$ cat config.mk
export PLATFORM = sky130hd
export DESIGN_NAME = camera
export DESIGN_NICKNAME = d
export VERILOG_FILES = /design/src/pixel_pkg.sv /design/src/reg_pkg.sv /design/src/camera.sv /design/src/crop.sv /design/src/debayer.sv /design/src/metering.sv /design/src/spi_registers.sv
export SDC_FILE = /design/constraint.sdc
export NUM_CORES = 1
export LEC_CHECK = 0
export ABC_CLOCK_PERIOD_IN_PS = 8900
export BUFFER_PORTS_ARGS = -buffer_cell sky130_fd_sc_hd__buf_2
export CORE_MARGIN = 2
export CORE_UTILIZATION = 64
export CTS_CLUSTER_SIZE = 30
export DETAILED_ROUTE_END_ITERATION = 8
export PLACE_DENSITY = 0.81
export SYNTH_ARGS = -nofsm -noshare
export SYNTH_HDL_FRONTEND = slang
export SYNTH_SLANG_ARGS = --single-unit
$ cat constraint.sdc
create_clock -name mipi_byte_clock -period 8.9 [get_ports mipi_byte_clock]
set_input_delay 0.89 -clock mipi_byte_clock [delete_from_list [all_inputs] [get_ports mipi_byte_clock]]
set_output_delay 0.89 -clock mipi_byte_clock [all_outputs]
set_load 0.05 [all_outputs]
$ cat src/pixel_pkg.sv
// Pixel stream types for the camera pipeline
// Sample, coordinate and metering widths
// Bayer and RGB video structs, RGGB site codes

package pixel_pkg;

    typedef logic [9:0] pixel_t;    // Raw or colour sample
    typedef logic [7:0] meter_t;    // Scaled channel average
    typedef logic [10:0] coord_t;   // Pixel coordinate or count

    // Bayer stream as delivered by the byte-to-pixel converter
    typedef struct packed {
        logic frame_valid;
        logic line_valid;
        pixel_t data;
    } video_t;

    // Debayered stream, one colour triple per pixel
    typedef struct packed {
        logic frame_valid;
        logic line_valid;
        pixel_t red;
        pixel_t green;
        pixel_t blue;
    } rgb_video_t;

    // Mosaic site of a pixel, indexed by {y parity, x parity}
    typedef logic [1:0] bayer_site_t;

    localparam bayer_site_t SITE_RED = 2'b00;
    localparam bayer_site_t SITE_GREEN_R = 2'b01;   // Green on a red row
    localparam bayer_site_t SITE_GREEN_B = 2'b10;   // Green on a blue row
    localparam bayer_site_t SITE_BLUE = 2'b11;

endpackage

$ cat src/reg_pkg.sv
// Register port definitions
// Op codes, crop window struct and status byte layout

package reg_pkg;

    import pixel_pkg::*;

    typedef logic [7:0] op_code_t;

    // Write op codes
    localparam op_code_t OP_CROP_WINDOW = 8'h20;     // Eight operands, high byte first
    localparam op_code_t OP_START_CAPTURE = 8'h21;

    // Read op codes
    localparam op_code_t OP_STATUS = 8'h22;
    localparam op_code_t OP_METER_RED = 8'h30;
    localparam op_code_t OP_METER_GREEN = 8'h31;
    localparam op_code_t OP_METER_BLUE = 8'h32;

    // Start is inclusive, end is exclusive
    typedef struct packed {
        coord_t x_start;
        coord_t x_end;
        coord_t y_start;
        coord_t y_end;
    } crop_window_t;

    localparam logic [2:0] CROP_LAST_OPERAND = 3'd7;   // Commits the window

    localparam int STATUS_CAPTURE_DONE = 0;            // Bit in the status byte

endpackage

$ cat src/camera.sv
`timescale 1ns/1ps

// Camera front end top level
// Register block, pan crop, debayer and metering chain

module camera
    import pixel_pkg::*, reg_pkg::*;
#(
    parameter int MAX_LINE_WIDTH = 64,
    parameter int METER_SHIFT = 6
) (
    input  logic       mipi_byte_clock,
    input  logic       mipi_byte_reset_n,
    input  video_t     pixel_i,            // From the byte-to-pixel converter
    input  op_code_t   op_code_i,
    input  logic       op_code_valid_i,
    input  logic [7:0] operand_i,
    input  logic       operand_valid_i,
    input  logic [2:0] operand_count_i,
    output logic [7:0] response_o,
    output logic       response_valid_o,
    output rgb_video_t rgb_o
);

    crop_window_t window;
    logic capture_start;
    video_t cropped;
    meter_t red_meter;
    meter_t green_meter;
    meter_t blue_meter;
    logic capture_done;

    spi_registers #(
        .MAX_LINE_WIDTH(MAX_LINE_WIDTH)
    ) spi_registers (
        .mipi_byte_clock(mipi_byte_clock),
        .mipi_byte_reset_n(mipi_byte_reset_n),
        .op_code_i(op_code_i),
        .op_code_valid_i(op_code_valid_i),
        .operand_i(operand_i),
        .operand_valid_i(operand_valid_i),
        .operand_count_i(operand_count_i),
        .window_o(window),
        .capture_start_o(capture_start),
        .red_i(red_meter),
        .green_i(green_meter),
        .blue_i(blue_meter),
        .capture_done_i(capture_done),
        .response_o(response_o),
        .response_valid_o(response_valid_o)
    );

    crop pan_crop (
        .mipi_byte_clock(mipi_byte_clock),
        .mipi_byte_reset_n(mipi_byte_reset_n),
        .video_i(pixel_i),
        .window_i(window),
        .video_o(cropped)
    );

    // Mosaic phase follows the low bits of the crop origin
    debayer #(
        .MAX_LINE_WIDTH(MAX_LINE_WIDTH)
    ) debayer (
        .mipi_byte_clock(mipi_byte_clock),
        .mipi_byte_reset_n(mipi_byte_reset_n),
        .video_i(cropped),
        .x_phase_i(window.x_start[0]),
        .y_phase_i(window.y_start[0]),
        .video_o(rgb_o)
    );

    metering #(
        .METER_SHIFT(METER_SHIFT)
    ) metering (
        .mipi_byte_clock(mipi_byte_clock),
        .mipi_byte_reset_n(mipi_byte_reset_n),
        .video_i(rgb_o),
        .capture_start_i(capture_start),
        .red_o(red_meter),
        .green_o(green_meter),
        .blue_o(blue_meter),
        .capture_done_o(capture_done)
    );

endmodule

$ cat src/crop.sv
`timescale 1ns/1ps

// Pan crop on the Bayer stream
// Counts pixel and line position, gates line valid by the window

module crop
    import pixel_pkg::*, reg_pkg::*;
(
    input  logic         mipi_byte_clock,
    input  logic         mipi_byte_reset_n,
    input  video_t       video_i,
    input  crop_window_t window_i,
    output video_t       video_o
);

    coord_t x_count;    // Position of the current pixel in its line
    coord_t y_count;    // Line number within the frame
    logic line_valid_q;
    logic in_window;

    logic frame_valid_q;
    logic window_valid_q;
    pixel_t data_q;

    always_ff @(posedge mipi_byte_clock or negedge mipi_byte_reset_n) begin
        if (!mipi_byte_reset_n) begin
            x_count <= '0;
            y_count <= '0;
            line_valid_q <= 1'b0;
        end else begin
            line_valid_q <= video_i.line_valid;

            if (video_i.line_valid) begin
                x_count <= x_count + 1'b1;
            end else begin
                x_count <= '0;
            end

            // Idle between frames, so every frame starts on row 0
            if (!video_i.frame_valid) begin
                y_count <= '0;
            end else if (line_valid_q && !video_i.line_valid) begin
                y_count <= y_count + 1'b1;
            end
        end
    end

    always_comb begin
        in_window = video_i.line_valid &&
                    (x_count >= window_i.x_start) && (x_count < window_i.x_end) &&
                    (y_count >= window_i.y_start) && (y_count < window_i.y_end);
    end

    always_ff @(posedge mipi_byte_clock or negedge mipi_byte_reset_n) begin
        if (!mipi_byte_reset_n) begin
            frame_valid_q <= 1'b0;
            window_valid_q <= 1'b0;
        end else begin
            frame_valid_q <= video_i.frame_valid;
            window_valid_q <= in_window;
        end
    end

    always_ff @(posedge mipi_byte_clock) begin
        data_q <= video_i.data;
    end

    always_comb begin
        video_o.frame_valid = frame_valid_q;
        video_o.line_valid = window_valid_q;
        video_o.data = data_q;
    end

endmodule

$ cat src/debayer.sv
`timescale 1ns/1ps

// 2x2 RGGB demosaic
// One-line buffer for the previous row, previous pixel of both rows
// Phase of the mosaic set by the low bits of the crop start

module debayer
    import pixel_pkg::*;
#(
    parameter int MAX_LINE_WIDTH = 64
) (
    input  logic       mipi_byte_clock,
    input  logic       mipi_byte_reset_n,
    input  video_t     video_i,
    input  logic       x_phase_i,
    input  logic       y_phase_i,
    output rgb_video_t video_o
);

    localparam int ADDR_WIDTH = $clog2(MAX_LINE_WIDTH);

    pixel_t line_buffer [MAX_LINE_WIDTH];   // Previous cropped row
    logic [ADDR_WIDTH-1:0] address;

    coord_t x_count;
    coord_t y_count;
    logic line_valid_q;

    // 2x2 window, bottom right is the incoming pixel
    pixel_t top_left;
    pixel_t top_right;
    pixel_t bottom_left;
    pixel_t bottom_right;

    bayer_site_t site;
    logic [10:0] green_sum;
    logic window_valid;
    pixel_t red;
    pixel_t blue;

    logic frame_valid_q;
    logic rgb_valid_q;
    pixel_t red_q;
    pixel_t green_q;
    pixel_t blue_q;

    always_ff @(posedge mipi_byte_clock or negedge mipi_byte_reset_n) begin
        if (!mipi_byte_reset_n) begin
            x_count <= '0;
            y_count <= '0;
            line_valid_q <= 1'b0;
        end else begin
            line_valid_q <= video_i.line_valid;

            if (video_i.line_valid) begin
                x_count <= x_count + 1'b1;
            end else begin
                x_count <= '0;
            end

            if (!video_i.frame_valid) begin
                y_count <= '0;
            end else if (line_valid_q && !video_i.line_valid) begin
                y_count <= y_count + 1'b1;
            end
        end
    end

    always_comb begin
        address = x_count[ADDR_WIDTH-1:0];
        top_right = line_buffer[address];
        bottom_right = video_i.data;
        window_valid = video_i.line_valid && (x_count != '0) && (y_count != '0);
        site = {y_count[0] ^ y_phase_i, x_count[0] ^ x_phase_i};   // Site of bottom right
    end

    // Route the four window pixels by where red falls
    always_comb begin
        case (site)
            SITE_RED: begin
                red = bottom_right;
                blue = top_left;
                green_sum = top_right + bottom_left;
            end
            SITE_GREEN_R: begin
                red = bottom_left;
                blue = top_right;
                green_sum = top_left + bottom_right;
            end
            SITE_GREEN_B: begin
                red = top_right;
                blue = bottom_left;
                green_sum = top_left + bottom_right;
            end
            default: begin      // SITE_BLUE
                red = top_left;
                blue = bottom_right;
                green_sum = top_right + bottom_left;
            end
        endcase
    end

    always_ff @(posedge mipi_byte_clock or negedge mipi_byte_reset_n) begin
        if (!mipi_byte_reset_n) begin
            frame_valid_q <= 1'b0;
            rgb_valid_q <= 1'b0;
        end else begin
            frame_valid_q <= video_i.frame_valid;
            rgb_valid_q <= window_valid;
        end
    end

    always_ff @(posedge mipi_byte_clock) begin
        if (video_i.line_valid) begin
            line_buffer[address] <= video_i.data;
            top_left <= top_right;
            bottom_left <= video_i.data;
        end
        red_q <= red;
        green_q <= green_sum[10:1];    // Average of the two greens
        blue_q <= blue;
    end

    always_comb begin
        video_o.frame_valid = frame_valid_q;
        video_o.line_valid = rgb_valid_q;
        video_o.red = red_q;
        video_o.green = green_q;
        video_o.blue = blue_q;
    end

endmodule

$ cat src/metering.sv
`timescale 1ns/1ps

// Per-channel frame metering
// Capture FSM, channel sums, scaled and saturated 8-bit results

module metering
    import pixel_pkg::*;
#(
    parameter int METER_SHIFT = 6
) (
    input  logic       mipi_byte_clock,
    input  logic       mipi_byte_reset_n,
    input  rgb_video_t video_i,
    input  logic       capture_start_i,
    output meter_t     red_o,
    output meter_t     green_o,
    output meter_t     blue_o,
    output logic       capture_done_o
);

    typedef enum logic [1:0] {IDLE, ARMED, MEASURING, DONE} state_t;
    typedef logic [31:0] sum_t;

    state_t state;
    logic frame_valid_q;
    logic frame_start;
    logic frame_end;
    sum_t red_sum;
    sum_t green_sum;
    sum_t blue_sum;

    function automatic meter_t scale(input sum_t sum);
        sum_t shifted;
        shifted = sum >> METER_SHIFT;
        if (shifted > sum_t'(255)) begin
            scale = 8'hff;      // Saturate
        end else begin
            scale = shifted[7:0];
        end
    endfunction

    always_comb begin
        frame_start = video_i.frame_valid && !frame_valid_q;
        frame_end = !video_i.frame_valid && frame_valid_q;
        capture_done_o = (state == DONE);
    end

    always_ff @(posedge mipi_byte_clock or negedge mipi_byte_reset_n) begin
        if (!mipi_byte_reset_n) begin
            state <= IDLE;
            frame_valid_q <= 1'b0;
            red_o <= '0;
            green_o <= '0;
            blue_o <= '0;
        end else begin
            frame_valid_q <= video_i.frame_valid;
            if (capture_start_i) begin
                state <= ARMED;     // Re-arm from any state
            end else begin
                case (state)
                    ARMED: begin
                        if (frame_start) state <= MEASURING;
                    end
                    MEASURING: begin
                        if (frame_end) begin
                            state <= DONE;
                            red_o <= scale(red_sum);
                            green_o <= scale(green_sum);
                            blue_o <= scale(blue_sum);
                        end
                    end
                    default: state <= state;
                endcase
            end
        end
    end

    // Sums restart with every frame
    always_ff @(posedge mipi_byte_clock) begin
        if (frame_start) begin
            red_sum <= '0;
            green_sum <= '0;
            blue_sum <= '0;
        end else if (video_i.line_valid) begin
            red_sum <= red_sum + sum_t'(video_i.red);
            green_sum <= green_sum + sum_t'(video_i.green);
            blue_sum <= blue_sum + sum_t'(video_i.blue);
        end
    end

endmodule

$ cat src/spi_registers.sv
`timescale 1ns/1ps

// Register port decoder
// Crop window shadow and commit, capture start pulse, read responses

module spi_registers
    import pixel_pkg::*, reg_pkg::*;
#(
    parameter int MAX_LINE_WIDTH = 64
) (
    input  logic         mipi_byte_clock,
    input  logic         mipi_byte_reset_n,
    input  op_code_t     op_code_i,
    input  logic         op_code_valid_i,
    input  logic [7:0]   operand_i,
    input  logic         operand_valid_i,
    input  logic [2:0]   operand_count_i,
    output crop_window_t window_o,
    output logic         capture_start_o,
    input  meter_t       red_i,
    input  meter_t       green_i,
    input  meter_t       blue_i,
    input  logic         capture_done_i,
    output logic [7:0]   response_o,
    output logic         response_valid_o
);

    // Full square image until a window is written
    localparam crop_window_t RESET_WINDOW = '{
        x_start: '0,
        x_end: coord_t'(MAX_LINE_WIDTH),
        y_start: '0,
        y_end: coord_t'(MAX_LINE_WIDTH)
    };

    op_code_t op_code_q;
    crop_window_t shadow;
    crop_window_t shadow_next;
    logic crop_write;
    logic [7:0] status;
    logic [7:0] read_data;
    logic read_valid;

    always_comb begin
        crop_write = operand_valid_i && (op_code_q == OP_CROP_WINDOW);
        shadow_next = shadow;
        case (operand_count_i)      // High byte then low byte per coordinate
            3'd0: shadow_next.x_start[10:8] = operand_i[2:0];
            3'd1: shadow_next.x_start[7:0] = operand_i;
            3'd2: shadow_next.x_end[10:8] = operand_i[2:0];
            3'd3: shadow_next.x_end[7:0] = operand_i;
            3'd4: shadow_next.y_start[10:8] = operand_i[2:0];
            3'd5: shadow_next.y_start[7:0] = operand_i;
            3'd6: shadow_next.y_end[10:8] = operand_i[2:0];
            default: shadow_next.y_end[7:0] = operand_i;
        endcase
    end

    always_comb begin
        status = '0;
        status[STATUS_CAPTURE_DONE] = capture_done_i;
        read_valid = 1'b1;
        case (op_code_i)
            OP_STATUS: read_data = status;
            OP_METER_RED: read_data = red_i;
            OP_METER_GREEN: read_data = green_i;
            OP_METER_BLUE: read_data = blue_i;
            default: begin
                read_data = '0;
                read_valid = 1'b0;
            end
        endcase
    end

    always_ff @(posedge mipi_byte_clock or negedge mipi_byte_reset_n) begin
        if (!mipi_byte_reset_n) begin
            op_code_q <= '0;
            shadow <= RESET_WINDOW;
            window_o <= RESET_WINDOW;
            capture_start_o <= 1'b0;
            response_valid_o <= 1'b0;
        end else begin
            if (op_code_valid_i) op_code_q <= op_code_i;
            if (crop_write) begin
                shadow <= shadow_next;
                if (operand_count_i == CROP_LAST_OPERAND) window_o <= shadow_next;
            end
            capture_start_o <= op_code_valid_i && (op_code_i == OP_START_CAPTURE);
            response_valid_o <= op_code_valid_i && read_valid;
        end
    end

    always_ff @(posedge mipi_byte_clock) begin
        if (op_code_valid_i) response_o <= read_data;
    end

endmodule
==> metrics <==
area delta synth->final=10.88%; met3 GRT Util=between 6 and 7%; most used cell, CP=o21ai_0; total leakage power=15.91 nW; syn avg cell area=around 14 um^2; clk slew on worst S/H paths=70 ps; CTS Buffer Depth=3; Max Slew Vio Count=0; largest area contributor in the netlist=edfxtp_1; Final Skew=slightly below 50 ps; Logic pwr share=2.7%; Routed WL=99920 um; Core ar.=61480 um^2; fmax=around 160 MHz; syn nets=just over 3000; async set-reset flop share out of synthesis=between 10% and 20%; Syn Std Cell Area=~40000 um^2; Site Rows=between 90 and 100; CP top delay family=simple AND/OR/NAND/NOR gates; DIE HEIGHT=252.8 um; DR WL/cell=approximately 26 um; via count=25930; post-synthesis sequential area ratio=68.07%; WP data required=between 9000 and 10000 ps; Final ANT Viol Nets=0; final net count=between 3000 and 4000; Sw Ratio=between 20% and 30%; Total Power=9.339 mW; sw power=about 1.9 mW; Hold Path Class=in2async; Tmin final=6123 ps; worst path arrival time=about 6700 ps; critical path endpoint category=flop; # hold bufs at CTS=0; initial antenna violation count=1; YS warnings=0; Reg power frac=a little over half; total track usage=a little under a third; Worst Tran Pin Value=1453 ps; CTS root buf=clkbuf_16; Power Internal=around 7.4 mW; ranking of synthesized cells by area=edfxtp_1 (51%), dfrtp_1 (10%), dfxtp_1 (6.9%), a22oi_1 (4.6%), ha_1 (3.2%); drt drc=0; status=finished, final reports clean; GP Congestion=a little under 0.9; most used flip-flop cell after synthesis=edfxtp_1; # Max-Cap Violations=0; Setup Fix Bufs, Post-CTS=0; cells after synthesis=between 2000 and 3000; startpoint types=flop; post-synth cell types=83; largest net degree at the start of global routing=87; starting density of the core=between 60 and 70%; Final Hold Vio Count=0; initial DRC count=~3100; # fillers=~3900; flops & latches, synth=approximately 970; I/O Buffers=75; critical-path cell list=nor3b_4, buf_4, buf_4, a22o_1, a221oi_1, a31oi_1, nor4_1, nand2_1, inv_1, fa_1, nor2b_1, o21ai_0, a21boi_0, o21ai_0, a21boi_0, o21ai_0, nand2b_1, a2111oi_0, nor4_1; total gr overflow=0; M2 GR Usage=about half; Clock Sinks=about 970; vias in the first global route=between 20000 and 30000; CTS tree=done; WP buf/inv=3; die area=roughly 64000 um^2; Worst Setup Path Type=reg2reg; Worst-Skew Late Latency=slightly below 700 ps; Post-synth EDFFs=around 670; CP max stage cell=nor3b_4; Largest stage delay, worst path=roughly 900 ps; gr busiest metal=met2; most frequent cells in the layout=edfxtp_1 (668), a22oi_1 (242), nor2_1 (210); router iterations before antenna repair=8; crit-path max FO=34; clock network power share=between 40% and 50%; Vias/cell=about 6.7; share of layout cells above drive strength 1=11.14%; post-synth top area share=50.63%; worst rel slew slack=approximately 2.8%; global-route wire length before repair=between 150000 and 200000 um; cts repair resizes=0; IO Pins=76; most common library cell in the layout ignoring fill and taps=edfxtp_1; Pwr Density=212.6 nW/um^2; maximum VDD drop=0.2096 mV; Die Wd=~250 um; Setup TNS Final=0 ps; CTS Buf Count=94; H-tree Lvls=3; M1 GR Usage=around two fifths; fin crit share=about 69%; RSZ-0062 raised after global routing=false; HPWL Detailed=around 61000 um; final setup vio count=0
[worst reg2reg max path: cells and delay by family (launching register included)]
kind            cells  cell delay, ps
simple gates        6            1870
compound gates      9            1690
buf+inv             3            1190
flops               1             850
fa+ha+maj           1             440
[path summary, 6_finish.rpt]
check | start | to | slack (ps) | cells after the start
setup reg to reg | debayer.x_count[0]$_DFF_PN0_ | debayer.green_q[9]$_DFF_P_ | 2780 | 19
max in group asynchronous | mipi_byte_reset_n | pan_crop.y_count[10]$_DFFE_PN0P_ | 7000 | 2
hold / removal | mipi_byte_reset_n | metering.blue_o[5]$_DFFE_PN0P_ | 280 | 1
hold reg to reg | pan_crop.frame_valid_q$_DFF_PN0_ | debayer.frame_valid_q$_DFF_PN0_ | 390 | 0
setup / recovery | debayer.x_count[0]$_DFF_PN0_ | debayer.green_q[9]$_DFF_P_ | 2780 | 19
min in group mipi_byte_clock | pixel_i[1] | pan_crop.data_q[1]$_DFF_P_ | 330 | 1
[registers in the layout, summed over array words and instances (netlist names), 10 cells and up]
register / count
debayer.blue_q: 10
debayer.line_buffer: 640
debayer.bottom_left: 10
debayer.top_left: 10
debayer.green_q: 10
metering.green_sum: 32
spi_registers.window_o: 44
pan_crop.data_q: 10
pan_crop.x_count: 11
pan_crop.y_count: 11
debayer.y_count: 11
debayer.red_q: 10
metering.red_sum: 32
spi_registers.shadow: 36
debayer.x_count: 11
metering.blue_sum: 32
[cell families (layout without fill, tap and decap cells)]
kind of cell | count (synthesis) | in the layout | share of synthesized area [%]
xor+xnor | 118 | 118 | 2.609
other cells | 0 | 2 | 0
fa+ha+maj | 105 | 105 | 3.411
buf+inv | 264 | 407 | 2.726
simple gates | 648 | 648 | 8.048
flops | 971 | 971 | 68.07
mux | 74 | 74 | 2.009
compound gates | 728 | 728 | 13.13
[synthesized netlist by cell type, types with 28 or more instances]
cell	n
edfxtp_1	668
a22oi_1	242
nor2_1	212
dfrtp_1	164
dfxtp_1	136
nand2_1	133
inv_1	118
a21oi_1	106
ha_1	100
o21ai_0	93
clkbuf_1	83
xnor2_1	81
nand3_1	55
mux2_2	44
buf_2	41
and3_1	38
xor2_1	37
a31oi_1	34
nand4_1	34
a221oi_1	32
a22o_1	32
and2_1	32
a41oi_1	31
mux2i_1	30
nor4_1	28
[per-layer routing]
metal	vias to the layer above	wire, um
li1	11250	-
met1	12740	36050
met2	1600	48360
met3	348	9990
met4	0	5524
met5	-	0
[cell type report]
type                       instances  area [um^2]  area share [%]
sequential                       971        26980           61.42
antenna                            2        5.005         0.01139
multi-input combinational       1673        11620           26.46
clock buffer                     131         2645           6.022
tap                              790        988.4           2.250
inverter                         120        450.4           1.025
timing repair buffer             116        689.4           1.570
clock inverter                    40        548.0           1.248
[power by group through the flow]
stage               combinational, mW  sequential [mW]  clock [mW]
global placement                0.231             5.06           0
finish                          0.248             4.97        4.12
global route                    0.270             4.98        4.31
detailed placement              0.245             5.06           0
CTS                             0.247             4.97        4.14
floorplan                       0.124             5.07           0
[through the flow]
step           util [%]  instance area (um^2)  setup slack, ps  hold slack, ps  cells
2_1_floorplan         -                 39620             5092           353.7   2908
3_3_place_gp      66.24                 40720             3222           362.5   3670
3_5_place_dp      66.24                 40720             3103           362.3   3670
4_1_cts           71.43                 43920             3015           307.6   3841
5_1_grt           71.43                 43920             2337           320.9   3841
6_report          71.44                 43920             2777           284.7   3843
No activity file was read; power rests on OpenSTA's default activity.
